==> src/common/rom_pkg.sv <==
package rom_pkg;

    localparam int SDRAM_AW = 22;           // Word address into SDRAM

    // Client address widths
    localparam int CHARW = 14;              // 16-bit words
    localparam int MAINW = 17;              // Bytes

    typedef logic [SDRAM_AW-1:0] sdram_addr_t;
    typedef logic [31:0]         sdram_data_t;
    typedef logic [15:0]         char_data_t;
    typedef logic [7:0]          main_data_t;

    // Memory map in SDRAM words
    localparam sdram_addr_t CPU_OFFSET  = 22'h0;
    localparam sdram_addr_t CHAR_OFFSET = 22'h1_4000;

    // Object graphics region, loaded with a reordered address
    localparam sdram_addr_t OBJ_OFFSET  = 22'h3_6000;
    localparam sdram_addr_t MAP_OFFSET  = 22'h5_6000;   // First word past the objects

endpackage

==> src/common/video_pkg.sv <==
package video_pkg;

    typedef logic [8:0] vcnt_t;    // H or V position

    // Counter limits, both counters wrap to zero after these
    localparam vcnt_t HCNT_END = 9'h1ff;
    localparam vcnt_t VCNT_END = 9'h0ff;

    // Blanking windows
    // Active when the count is at or above start, or below end
    localparam vcnt_t HB_START = 9'h1c7;
    localparam vcnt_t HB_END   = 9'h04f;
    localparam vcnt_t VB_START = 9'h0f0;
    localparam vcnt_t VB_END   = 9'h010;

    // Sync pulses, same window rule for HS
    localparam vcnt_t HS_START = 9'h1f8;
    localparam vcnt_t HS_END   = 9'h020;
    localparam vcnt_t VS_START = 9'h0f8;    // VS runs to the end of the frame

    localparam int CEN_DIV = 6;             // 48 MHz clocks per pixel

endpackage

==> src/dwnld/dwnld_map.sv <==
module dwnld_map (
    input  logic                 clk,
    input  logic                 reset,
    input  logic                 downloading,
    input  logic [24:0]          ioctl_addr,     // Byte address
    input  logic [7:0]           ioctl_data,
    input  logic                 ioctl_wr,
    input  logic                 sdram_ack,
    output rom_pkg::sdram_addr_t prog_addr,
    output logic [7:0]           prog_data,
    output logic [1:0]           prog_mask,      // Active low lane enables
    output logic                 prog_we
);
    import rom_pkg::*;

    sdram_addr_t word_addr;
    sdram_addr_t mapped_addr;
    logic        in_obj;
    logic        wr_start;

    assign word_addr = ioctl_addr[22:1];
    assign in_obj    = word_addr >= OBJ_OFFSET && word_addr < MAP_OFFSET;
    assign wr_start  = ioctl_wr && downloading;

    // Object tiles: bits 4..1 move up, old bit 5 lands on bit 1
    assign mapped_addr = in_obj ?
        {word_addr[21:6], word_addr[4:1], word_addr[5], word_addr[0]} : word_addr;

    always_ff @(posedge clk) begin
        if (wr_start) begin
            prog_addr <= mapped_addr;
            prog_data <= ioctl_data;
            prog_mask <= ioctl_addr[0] ? 2'b01 : 2'b10;    // Odd byte on the upper lane
        end
    end

    always_ff @(posedge clk) begin
        if (reset) begin
            prog_we <= 1'b0;
        end else if (wr_start) begin
            prog_we <= 1'b1;
        end else if (sdram_ack) begin
            prog_we <= 1'b0;      // Held until the SDRAM takes it
        end
    end

endmodule

==> src/rom/rom_ctrl.sv <==
module rom_ctrl (
    input  logic                 clk,
    input  logic                 reset,
    input  logic                 downloading,
    input  logic                 loop_rst,
    input  logic                 lvbl,
    input  logic                 main_req,
    input  rom_pkg::sdram_addr_t main_addr,
    input  logic                 char_req,
    input  rom_pkg::sdram_addr_t char_addr,
    output logic                 main_fill,
    output logic                 char_fill,
    output rom_pkg::sdram_data_t fill_data,
    output logic                 sdram_req,
    output rom_pkg::sdram_addr_t sdram_addr,
    input  logic                 sdram_ack,
    input  logic                 data_rdy,
    input  rom_pkg::sdram_data_t data_read,
    output logic                 refresh_en
);
    typedef enum logic [1:0] {
        st_idle,
        st_req,        // sdram_req high, waiting for ack
        st_wait_data
    } state_t;

    state_t state;
    logic   serve_main;    // Owner of the access in flight
    logic   rd_done;

    always_ff @(posedge clk) begin
        if (reset || loop_rst) begin
            state <= st_idle;
        end else begin
            case (state)
                st_idle: begin
                    // SDRAM belongs to the loader during download
                    if (!downloading && (main_req || char_req)) begin
                        state <= st_req;
                    end
                end
                st_req: begin
                    if (sdram_ack) begin
                        state <= st_wait_data;
                    end
                end
                st_wait_data: begin
                    if (data_rdy) begin
                        state <= st_idle;
                    end
                end
                default: state <= st_idle;
            endcase
        end
    end

    // Grant latched while idle, main slot first
    always_ff @(posedge clk) begin
        if (state == st_idle) begin
            serve_main <= main_req;
            sdram_addr <= main_req ? main_addr : char_addr;
        end
    end

    assign sdram_req = state == st_req;
    assign rd_done   = state == st_wait_data && data_rdy;

    assign main_fill = rd_done && serve_main;
    assign char_fill = rd_done && !serve_main;
    assign fill_data = data_read;

    assign refresh_en = ~lvbl;    // Refresh only during vertical blank

endmodule

==> src/rom/rom_slot.sv <==
module rom_slot #(
    parameter type                  data_t = logic [15:0],
    parameter int                   aw     = 14,
    parameter rom_pkg::sdram_addr_t offset = '0
) (
    input  logic                 clk,
    input  logic                 reset,
    input  logic                 cs,
    input  logic [aw-1:0]        addr,
    output data_t                data,
    output logic                 ok,
    output logic                 miss_req,
    output rom_pkg::sdram_addr_t miss_addr,
    input  logic                 fill_we,
    input  rom_pkg::sdram_data_t fill_data
);
    import rom_pkg::*;

    logic [aw-1:0] cached_addr;
    logic [15:0]   cached_word;    // Only the low half of the read is kept
    logic          valid;
    logic          hit;

    assign hit      = valid && cached_addr == addr;
    assign ok       = cs && hit;
    assign miss_req = cs && !hit;  // Drops once the fill lands

    always_ff @(posedge clk) begin
        if (reset) begin
            valid <= 1'b0;
        end else if (fill_we) begin
            valid <= 1'b1;
        end
    end

    always_ff @(posedge clk) begin
        if (fill_we) begin
            cached_addr <= addr;      // Client holds addr until ok
            cached_word <= fill_data[15:0];
        end
    end

    if ($bits(data_t) == 8) begin : g_byte
        // Byte client, two bytes per SDRAM word
        assign miss_addr = offset + sdram_addr_t'(addr[aw-1:1]);
        assign data      = data_t'(addr[0] ? cached_word[15:8] : cached_word[7:0]);
    end else begin : g_word
        assign miss_addr = offset + sdram_addr_t'(addr);
        assign data      = data_t'(cached_word);
    end

endmodule

==> src/cen_gen.sv <==
module cen_gen (
    input  logic clk,
    input  logic reset,
    output logic pxl2_cen,    // 16 MHz
    output logic pxl_cen      // 8 MHz
);
    import video_pkg::*;

    typedef logic [$clog2(CEN_DIV)-1:0] cnt_t;

    cnt_t cnt;

    always_ff @(posedge clk) begin
        if (reset) begin
            cnt <= '0;
        end else if (cnt == cnt_t'(CEN_DIV - 1)) begin
            cnt <= '0;
        end else begin
            cnt <= cnt + 1'b1;
        end
    end

    // Half-pixel strobe at the start and the middle of each pixel
    assign pxl2_cen = cnt == '0 || cnt == cnt_t'(CEN_DIV / 2);
    assign pxl_cen  = cnt == '0;

endmodule

==> src/sarms_game.sv <==
module sarms_game (
    input  logic                         clk,
    input  logic                         reset,
    output logic                         pxl2_cen,     // 16 MHz
    output logic                         pxl_cen,      // 8 MHz
    output logic                         lhbl,
    output logic                         lvbl,
    output logic                         lhbl_dly,
    output logic                         lvbl_dly,
    output logic                         hs,
    output logic                         vs,
    // Main CPU ROM
    input  logic                         main_cs,
    input  logic [rom_pkg::MAINW-1:0]    main_addr,
    output rom_pkg::main_data_t          main_data,
    output logic                         main_ok,
    // Character ROM
    input  logic                         char_cs,
    input  logic [rom_pkg::CHARW-1:0]    char_addr,
    output rom_pkg::char_data_t          char_data,
    output logic                         char_ok,
    // SDRAM
    input  logic                         downloading,
    output logic                         dwnld_busy,
    input  logic                         loop_rst,
    output logic                         sdram_req,
    output rom_pkg::sdram_addr_t         sdram_addr,
    input  rom_pkg::sdram_data_t         data_read,
    input  logic                         data_rdy,
    input  logic                         sdram_ack,
    output logic                         refresh_en,
    // ROM download
    input  logic [24:0]                  ioctl_addr,
    input  logic [7:0]                   ioctl_data,
    input  logic                         ioctl_wr,
    output rom_pkg::sdram_addr_t         prog_addr,
    output logic [7:0]                   prog_data,
    output logic [1:0]                   prog_mask,
    output logic                         prog_we,
    output logic                         prog_rd
);
    import rom_pkg::*;

    logic        main_miss;
    sdram_addr_t main_miss_addr;
    logic        main_fill;
    logic        char_miss;
    sdram_addr_t char_miss_addr;
    logic        char_fill;
    sdram_data_t fill_data;

    assign prog_rd    = 1'b0;      // No read back while loading
    assign dwnld_busy = downloading;

    cen_gen u_cen (
        .clk      ( clk      ),
        .reset    ( reset    ),
        .pxl2_cen ( pxl2_cen ),
        .pxl_cen  ( pxl_cen  )
    );

    // Counters are not needed without the graphic layers
    vtimer u_timer (
        .clk      ( clk      ),
        .reset    ( reset    ),
        .pxl_cen  ( pxl_cen  ),
        .h        (          ),
        .v        (          ),
        .lhbl     ( lhbl     ),
        .lvbl     ( lvbl     ),
        .lhbl_dly ( lhbl_dly ),
        .lvbl_dly ( lvbl_dly ),
        .hs       ( hs       ),
        .vs       ( vs       )
    );

    dwnld_map u_dwnld (
        .clk         ( clk         ),
        .reset       ( reset       ),
        .downloading ( downloading ),
        .ioctl_addr  ( ioctl_addr  ),
        .ioctl_data  ( ioctl_data  ),
        .ioctl_wr    ( ioctl_wr    ),
        .sdram_ack   ( sdram_ack   ),    // Shared with u_rom_ctrl
        .prog_addr   ( prog_addr   ),
        .prog_data   ( prog_data   ),
        .prog_mask   ( prog_mask   ),
        .prog_we     ( prog_we     )
    );

    rom_slot #(
        .data_t ( main_data_t ),
        .aw     ( MAINW       ),
        .offset ( CPU_OFFSET  )
    ) u_main_slot (
        .clk       ( clk            ),
        .reset     ( reset          ),
        .cs        ( main_cs        ),
        .addr      ( main_addr      ),
        .data      ( main_data      ),
        .ok        ( main_ok        ),
        .miss_req  ( main_miss      ),
        .miss_addr ( main_miss_addr ),
        .fill_we   ( main_fill      ),
        .fill_data ( fill_data      )
    );

    rom_slot #(
        .data_t ( char_data_t ),
        .aw     ( CHARW       ),
        .offset ( CHAR_OFFSET )
    ) u_char_slot (
        .clk       ( clk            ),
        .reset     ( reset          ),
        .cs        ( char_cs        ),
        .addr      ( char_addr      ),
        .data      ( char_data      ),
        .ok        ( char_ok        ),
        .miss_req  ( char_miss      ),
        .miss_addr ( char_miss_addr ),
        .fill_we   ( char_fill      ),
        .fill_data ( fill_data      )
    );

    rom_ctrl u_rom_ctrl (
        .clk         ( clk            ),
        .reset       ( reset          ),
        .downloading ( downloading    ),
        .loop_rst    ( loop_rst       ),
        .lvbl        ( lvbl           ),
        .main_req    ( main_miss      ),
        .main_addr   ( main_miss_addr ),
        .char_req    ( char_miss      ),
        .char_addr   ( char_miss_addr ),
        .main_fill   ( main_fill      ),
        .char_fill   ( char_fill      ),
        .fill_data   ( fill_data      ),
        .sdram_req   ( sdram_req      ),
        .sdram_addr  ( sdram_addr     ),
        .sdram_ack   ( sdram_ack      ),
        .data_rdy    ( data_rdy       ),
        .data_read   ( data_read      ),
        .refresh_en  ( refresh_en     )
    );

endmodule

==> src/vtimer.sv <==
module vtimer (
    input  logic             clk,
    input  logic             reset,
    input  logic             pxl_cen,
    output video_pkg::vcnt_t h,
    output video_pkg::vcnt_t v,
    output logic             lhbl,
    output logic             lvbl,
    output logic             lhbl_dly,
    output logic             lvbl_dly,
    output logic             hs,
    output logic             vs
);
    import video_pkg::*;

    vcnt_t h_nxt;
    vcnt_t v_nxt;

    // True inside a window that wraps around zero
    function automatic logic in_window(vcnt_t cnt, vcnt_t start, vcnt_t stop);
        return cnt >= start || cnt < stop;
    endfunction

    always_comb begin
        h_nxt = h + 1'b1;
        v_nxt = v;
        if (h == HCNT_END) begin
            h_nxt = '0;
            v_nxt = (v == VCNT_END) ? '0 : v + 1'b1;    // New line
        end
    end

    always_ff @(posedge clk) begin
        if (reset) begin
            h        <= '0;
            v        <= '0;
            lhbl     <= 1'b0;     // Position 0 is inside both blanks
            lvbl     <= 1'b0;
            lhbl_dly <= 1'b0;
            lvbl_dly <= 1'b0;
            hs       <= 1'b1;     // and inside the HS pulse
            vs       <= 1'b0;
        end else if (pxl_cen) begin
            h    <= h_nxt;
            v    <= v_nxt;
            // Flags follow the count they are registered with
            lhbl <= !in_window(h_nxt, HB_START, HB_END);
            lvbl <= !in_window(v_nxt, VB_START, VB_END);
            hs   <= in_window(h_nxt, HS_START, HS_END);
            vs   <= v_nxt >= VS_START;
            // One pixel late, lines up with the colour stage
            lhbl_dly <= lhbl;
            lvbl_dly <= lvbl;
        end
    end

endmodule
==> config.mk <==
export PLATFORM = sky130hd
export DESIGN_NAME = sarms_game
export DESIGN_NICKNAME = d
export VERILOG_FILES = /design/src/common/rom_pkg.sv /design/src/common/video_pkg.sv /design/src/dwnld/dwnld_map.sv /design/src/rom/rom_ctrl.sv /design/src/rom/rom_slot.sv /design/src/cen_gen.sv /design/src/sarms_game.sv /design/src/vtimer.sv
export SDC_FILE = /design/constraint.sdc
export NUM_CORES = 1
export LEC_CHECK = 0
export ABC_CLOCK_PERIOD_IN_PS = 4100
export BUFFER_PORTS_ARGS = -buffer_cell sky130_fd_sc_hd__buf_2
export CAP_MARGIN = 20
export CORE_ASPECT_RATIO = 0.8
export CORE_UTILIZATION = 42
export DETAILED_ROUTE_END_ITERATION = 8
export PLACE_DENSITY = 0.75
export SLEW_MARGIN = 20
export SYNTH_ARGS = -nofsm -noshare
export SYNTH_HDL_FRONTEND = slang
export SYNTH_SLANG_ARGS = --single-unit
==> constraint.sdc <==
create_clock -name clk -period 4.1 [get_ports clk]
set_input_delay 0.205 -clock clk [delete_from_list [all_inputs] [get_ports clk]]
set_output_delay 0.205 -clock clk [all_outputs]
set_load 0.02 [all_outputs]
==> results.md <==
- Summing the areas of all xor and xnor instances in the mapped netlist gives between 5 and 6% of the synthesized area.
- Summing the areas of all fa, ha and maj instances in the mapped netlist gives ~1.6% of the synthesized area.
- In the global route stage, overall resource usage came out at between 10% and 20%.
- Clock-pin slew was measured on the worst setup and hold paths at around 60 ps.
- The HPWL after detailed placement is about 9.6 mm.
- For this block, the initial DRC count from the detailed router was roughly 210.
- In this run, flip-flops and latches consume 47.9% of the power.
- The number of distinct library cell variants in the gate-level netlist after synthesis is 60.
- The TritonCTS sink count is 145.
- The clock arrives with about 8.2 ps of skew.
- The startpoint type of the worst setup path is a flop.
- The pin count of the biggest net entering global routing is 35.
- In the routed design, unresolved DRC markers number 0.
- In the synthesized netlist, mux cells make up under 10% of the area.
- No sink is reached through more buffers than the 2 on the longest clock path.
- The via count of the first global-routing pass came to roughly 4500.
- Yosys attributes the largest share of cell area to sky130_fd_sc_hd__edfxtp_1 55%, sky130_fd_sc_hd__dfxtp_1 10%, sky130_fd_sc_hd__xnor2_1 5.0%.
- In the final routed layout, each cell accounts on average for between 15 and 20 um.
- Tracing the worst setup path back leads to its startpoint at u_timer.h[1]$_SDFFE_PP0P_.
- The number of vias per cell after detailed routing is roughly 5.
- Static timing analysis puts the maximum clock frequency at 336 MHz.
- The worst reg2reg path endpoint is u_timer.lvbl$_SDFFE_PP0P_.
- The final weighted congestion of routability-driven global placement is slightly above 0.8.
- CTS placed an instance of sky130_fd_sc_hd__clkbuf_16 at the clock tree root.
- The die area is roughly 15000 um2.
- The post-synthesis compound-gate area fraction is 6.57%.
- Of all nets on the critical path, the largest fanout is 13.
- The clock network accounts for 41.1% of the total power.
- Summed over all layers, the routed wires come to around 15 mm.
- In this run the tightest slew margin relative to its limit is 31.7%.
- The first global-routing pass estimated around 22 mm of wire.
- The worst register-to-register path begins at u_timer.h[1]$_SDFFE_PP0P_.
- Sequential elements use around two thirds of the synthesized area.
- The final net count is approximately 800.
- The flop and latch count out of synthesis is between 100 and 150.
- CTS built an H-tree with a depth of 4.
- The count of flip-flops with a built-in enable after synthesis is ~110.
- The power density over the cells is around 420 nW/um2.
- Data on the critical path arrives at its endpoint at about 3300 ps.
- The final worst setup slack is approximately 1100 ps.
- The worst path required time is ~4400 ps.
- The run finished with clean final reports.
- The final route contains between 4000 and 5000 vias.
- The count of hold buffers inserted by post-cts repair is 60.
- In this run the tool buffered the top-level ports with 173 buffer cells.
- The insertion delay of the later-clocked pin in the worst-skew pair is ~420 ps.
- The mean instance size in the synthesized netlist is 13.6 um2.
- The capture point of the critical path is u_timer.lvbl$_SDFFE_PP0P_.
- The leftover overflow at the end of global routing is 0.
- The y dimension of the die is between 100 and 150 um.
- The worst path uses between 70% and 80% of the clock period.
- The class of the tightest hold or removal check is primary input to flop.
- The setup slack on the worst flop-to-flop path is 1120 ps.
- The share of synthesized registers carrying an async set or reset is 0%.
- Internal power comes to between 0.002 and 0.003 W.
- The largest total area in the synthesized netlist belongs to sky130_fd_sc_hd__edfxtp_1.
- The basic-gate share of the synthesized area counting and, or, nand and nor cells is roughly 11%.
- During synthesis, Yosys emitted a total of 0 warnings.
- The number of hold violations in the final report was 0.
- The buffer count from post-CTS setup fixing is 0.
- Row generation in the floorplan step produced 39 rows.
- Relative to the synthesized area, the layout overhead comes to 34.6%.
- The category of the critical setup timing path is flop to flop.
- Clock tree synthesis inserted a total of 17 buffers.
- Of the total power, combinational logic draws 11.0%.
- The max-cap violation count is 0.
- The remaining antenna violation count is 0.
- The worst path needs just under 3000 ps of the cycle, external delays included.
- VDD sags by at most about 0.30 mV.
- The nature of the critical path endpoint is a flop.
- In this run the cell area of the synthesized design comes to about 6000 um2.
- Gates resized during post-CTS repair numbered 0.
- Leaving out fill and tap cells, the most frequent cell in the layout is sky130_fd_sc_hd__buf_2.
- The starting density of the core is a little over two fifths.
- Before antenna repair, the detailed router went through 4 iterations.
- Summed over all nets, the switching power comes to approximately 0.0009 W.
- The floorplan die width is between 100 and 150 um.
- Setup repair after global routing left no endpoint under its margin.
- The number of inserted diodes is 0.
- The number of cells produced by synthesis is roughly 450.
- The number of cells traversed by the worst register-to-register path is 10.
- In this run the standard cell core region covers around 14000 um2.
- The pre-CTS worst setup slack is between 1000 and 1500 ps.
- The post-route netlist has ~36% of its cells at a drive strength greater than 1.
- The transition time of the tightest slew-check pin is roughly 1000 ps.
- Leaving out fill and tap cells, the most frequent cells in the layout are 173 x sky130_fd_sc_hd__buf_2, 113 x sky130_fd_sc_hd__edfxtp_1, 60 x sky130_fd_sc_hd__dlygate4sd3_1, 35 x sky130_fd_sc_hd__xnor2_1, 34 x sky130_fd_sc_hd__nor2_1.
- Setup violations remaining at the end of the flow were counted as 0.
- The portion of synthesized cell area occupied by the leading cell type is ~55%.
- The number of I/O pins is slightly below 200.
- The count of final max-slew check failures is 0.
- By area, the combinational part of the netlist is dominated by simple AND/OR/NAND/NOR gates.
- The most instantiated flip-flop cell in the synthesis netlist is sky130_fd_sc_hd__edfxtp_1.
- The initial antenna violation count is 0.
- Setup total negative slack on the finished layout was measured at 0 ps.
- TritonCTS built the clock tree.
- The switching part of the total is between 20% and 30%.
- The static leakage is ~3.2 nW.
==> power by group through the flow <==
stage          clock network [W]  registers [W]  logic, W
2_1_floorplan                  0        0.00175  0.000148
3_3_place_gp                   0        0.00170  0.000323
3_5_place_dp                   0        0.00170  0.000335
4_1_cts                  0.00146        0.00167  0.000383
5_1_grt                  0.00153        0.00167  0.000415
6_report                 0.00143        0.00167  0.000382
==> critical path, stage by stage (launching register included) <==
cell and delay (ps):
sky130_fd_sc_hd__dfxtp_1 440, sky130_fd_sc_hd__ha_1 490, sky130_fd_sc_hd__and3_1 320, sky130_fd_sc_hd__nand3_1 140, sky130_fd_sc_hd__nor2_1 170, sky130_fd_sc_hd__ha_1 250, sky130_fd_sc_hd__nand4_1 260, sky130_fd_sc_hd__o21ai_0 320
sky130_fd_sc_hd__nand2_1 80, sky130_fd_sc_hd__a311o_1 320, sky130_fd_sc_hd__o32ai_1 100
==> kinds of logic after synthesis <==
family,Yosys count
flip-flops,145
XOR/XNOR,40
multiplexers,29
buffers and inverters,44
adder cells (fa/ha/maj),8
AO/OA/AOI/OAI,59
other,1
AND/OR/NAND/NOR,126
==> worst min-delay path by stage <==
| stage | endpoint | startpoint | cells past startpoint |
|---|---|---|---|
| 2_1_floorplan | u_rom_ctrl.state[1]$_SDFFE_PP0P_ | loop_rst | 1 |
| 3_3_place_gp | u_dwnld.prog_data[2]$_DFFE_PP_ | ioctl_data[2] | 1 |
| 3_5_place_dp | u_dwnld.prog_addr[12]$_DFFE_PP_ | ioctl_addr[13] | 1 |
| 4_1_cts | u_char_slot.cached_addr[11]$_DFFE_PP_ | char_addr[11] | 1 |
| 5_1_grt | u_char_slot.cached_addr[11]$_DFFE_PP_ | char_addr[11] | 1 |
| 6_report | u_main_slot.cached_addr[1]$_DFFE_PP_ | main_addr[1] | 1 |
==> synthesized netlist by cell type, types with 2 or more instances <==
master and count:
sky130_fd_sc_hd__edfxtp_1 113, sky130_fd_sc_hd__nor2_1 35, sky130_fd_sc_hd__xnor2_1 35, sky130_fd_sc_hd__dfxtp_1 32
sky130_fd_sc_hd__nand2_1 20, sky130_fd_sc_hd__a21oi_1 16, sky130_fd_sc_hd__mux2_2 16, sky130_fd_sc_hd__inv_1 15
sky130_fd_sc_hd__nand4_1 12, sky130_fd_sc_hd__mux2_4 11, sky130_fd_sc_hd__nand3_1 9, sky130_fd_sc_hd__nor3_1 9
sky130_fd_sc_hd__buf_4 8, sky130_fd_sc_hd__ha_1 8, sky130_fd_sc_hd__o21ai_0 8, sky130_fd_sc_hd__clkbuf_1 7
sky130_fd_sc_hd__buf_2 6, sky130_fd_sc_hd__nand2b_1 5, sky130_fd_sc_hd__xor2_1 5, sky130_fd_sc_hd__a31oi_1 4
sky130_fd_sc_hd__and2_1 4, sky130_fd_sc_hd__and3_1 4, sky130_fd_sc_hd__nor4_1 4, sky130_fd_sc_hd__or3_1 4
sky130_fd_sc_hd__a22oi_1 3, sky130_fd_sc_hd__a311oi_1 3, sky130_fd_sc_hd__a31o_2 3, sky130_fd_sc_hd__buf_6 3
sky130_fd_sc_hd__nand3b_1 3, sky130_fd_sc_hd__nor3b_1 3, sky130_fd_sc_hd__or4_1 3, sky130_fd_sc_hd__a211oi_1 2
sky130_fd_sc_hd__a21o_1 2, sky130_fd_sc_hd__a21oi_2 2, sky130_fd_sc_hd__a2bb2oi_1 2, sky130_fd_sc_hd__a41o_1 2
sky130_fd_sc_hd__and4_1 2, sky130_fd_sc_hd__buf_1 2, sky130_fd_sc_hd__mux2i_1 2, sky130_fd_sc_hd__nor2b_1 2
sky130_fd_sc_hd__nor3_2 2, sky130_fd_sc_hd__o211ai_1 2, sky130_fd_sc_hd__o32ai_1 2
==> final cells by class <==
type,count,area (um2)
Clock buffer,17,425
Clock inverter,15,124
Fill cell,1129,6000
Inverter,16,60.1
Multi-Input combinational cell,268,1920
Sequential cell,145,4030
Tap cell,184,230
Timing Repair Buffer,238,1500
==> state kept, by name, indices dropped and copies added, names as in the netlist, 2 cells and up <==
register / flops
u_dwnld.prog_data: 8
u_dwnld.prog_addr: 22
u_cen.cnt: 3
u_timer.h: 9
u_char_slot.cached_addr: 14
u_rom_ctrl.sdram_addr: 17
u_rom_ctrl.state: 2
u_char_slot.data: 16
u_timer.v: 9
u_main_slot.cached_addr: 17
u_main_slot.cached_word: 16
u_dwnld.prog_mask: 2
==> per-stage QoR <==
stage	instance area (um2)	total power, W	hold slack, ps	cells	util, %
final	8300	0.00348	21.5	883	58.1
after global routing	8300	0.00362	0.0768	883	58.1
after CTS	8300	0.00351	0.425	883	58.1
after detailed placement	7150	0.00203	383	791	50.0
after global placement	7150	0.00202	383	791	50.0
after floorplan	6190	0.00190	282	457	-
==> layer usage <==
layer  up-vias  share of wire (%)  global-route usage, %
met3        18                5.0                   4.44
met4         0                1.6                   9.11
li1       2139                  -                      -
met5         -                  0                      0
met1      2167                 41                   23.5
met2       123                 52                   33.8
(Power assumes the default switching activity.)
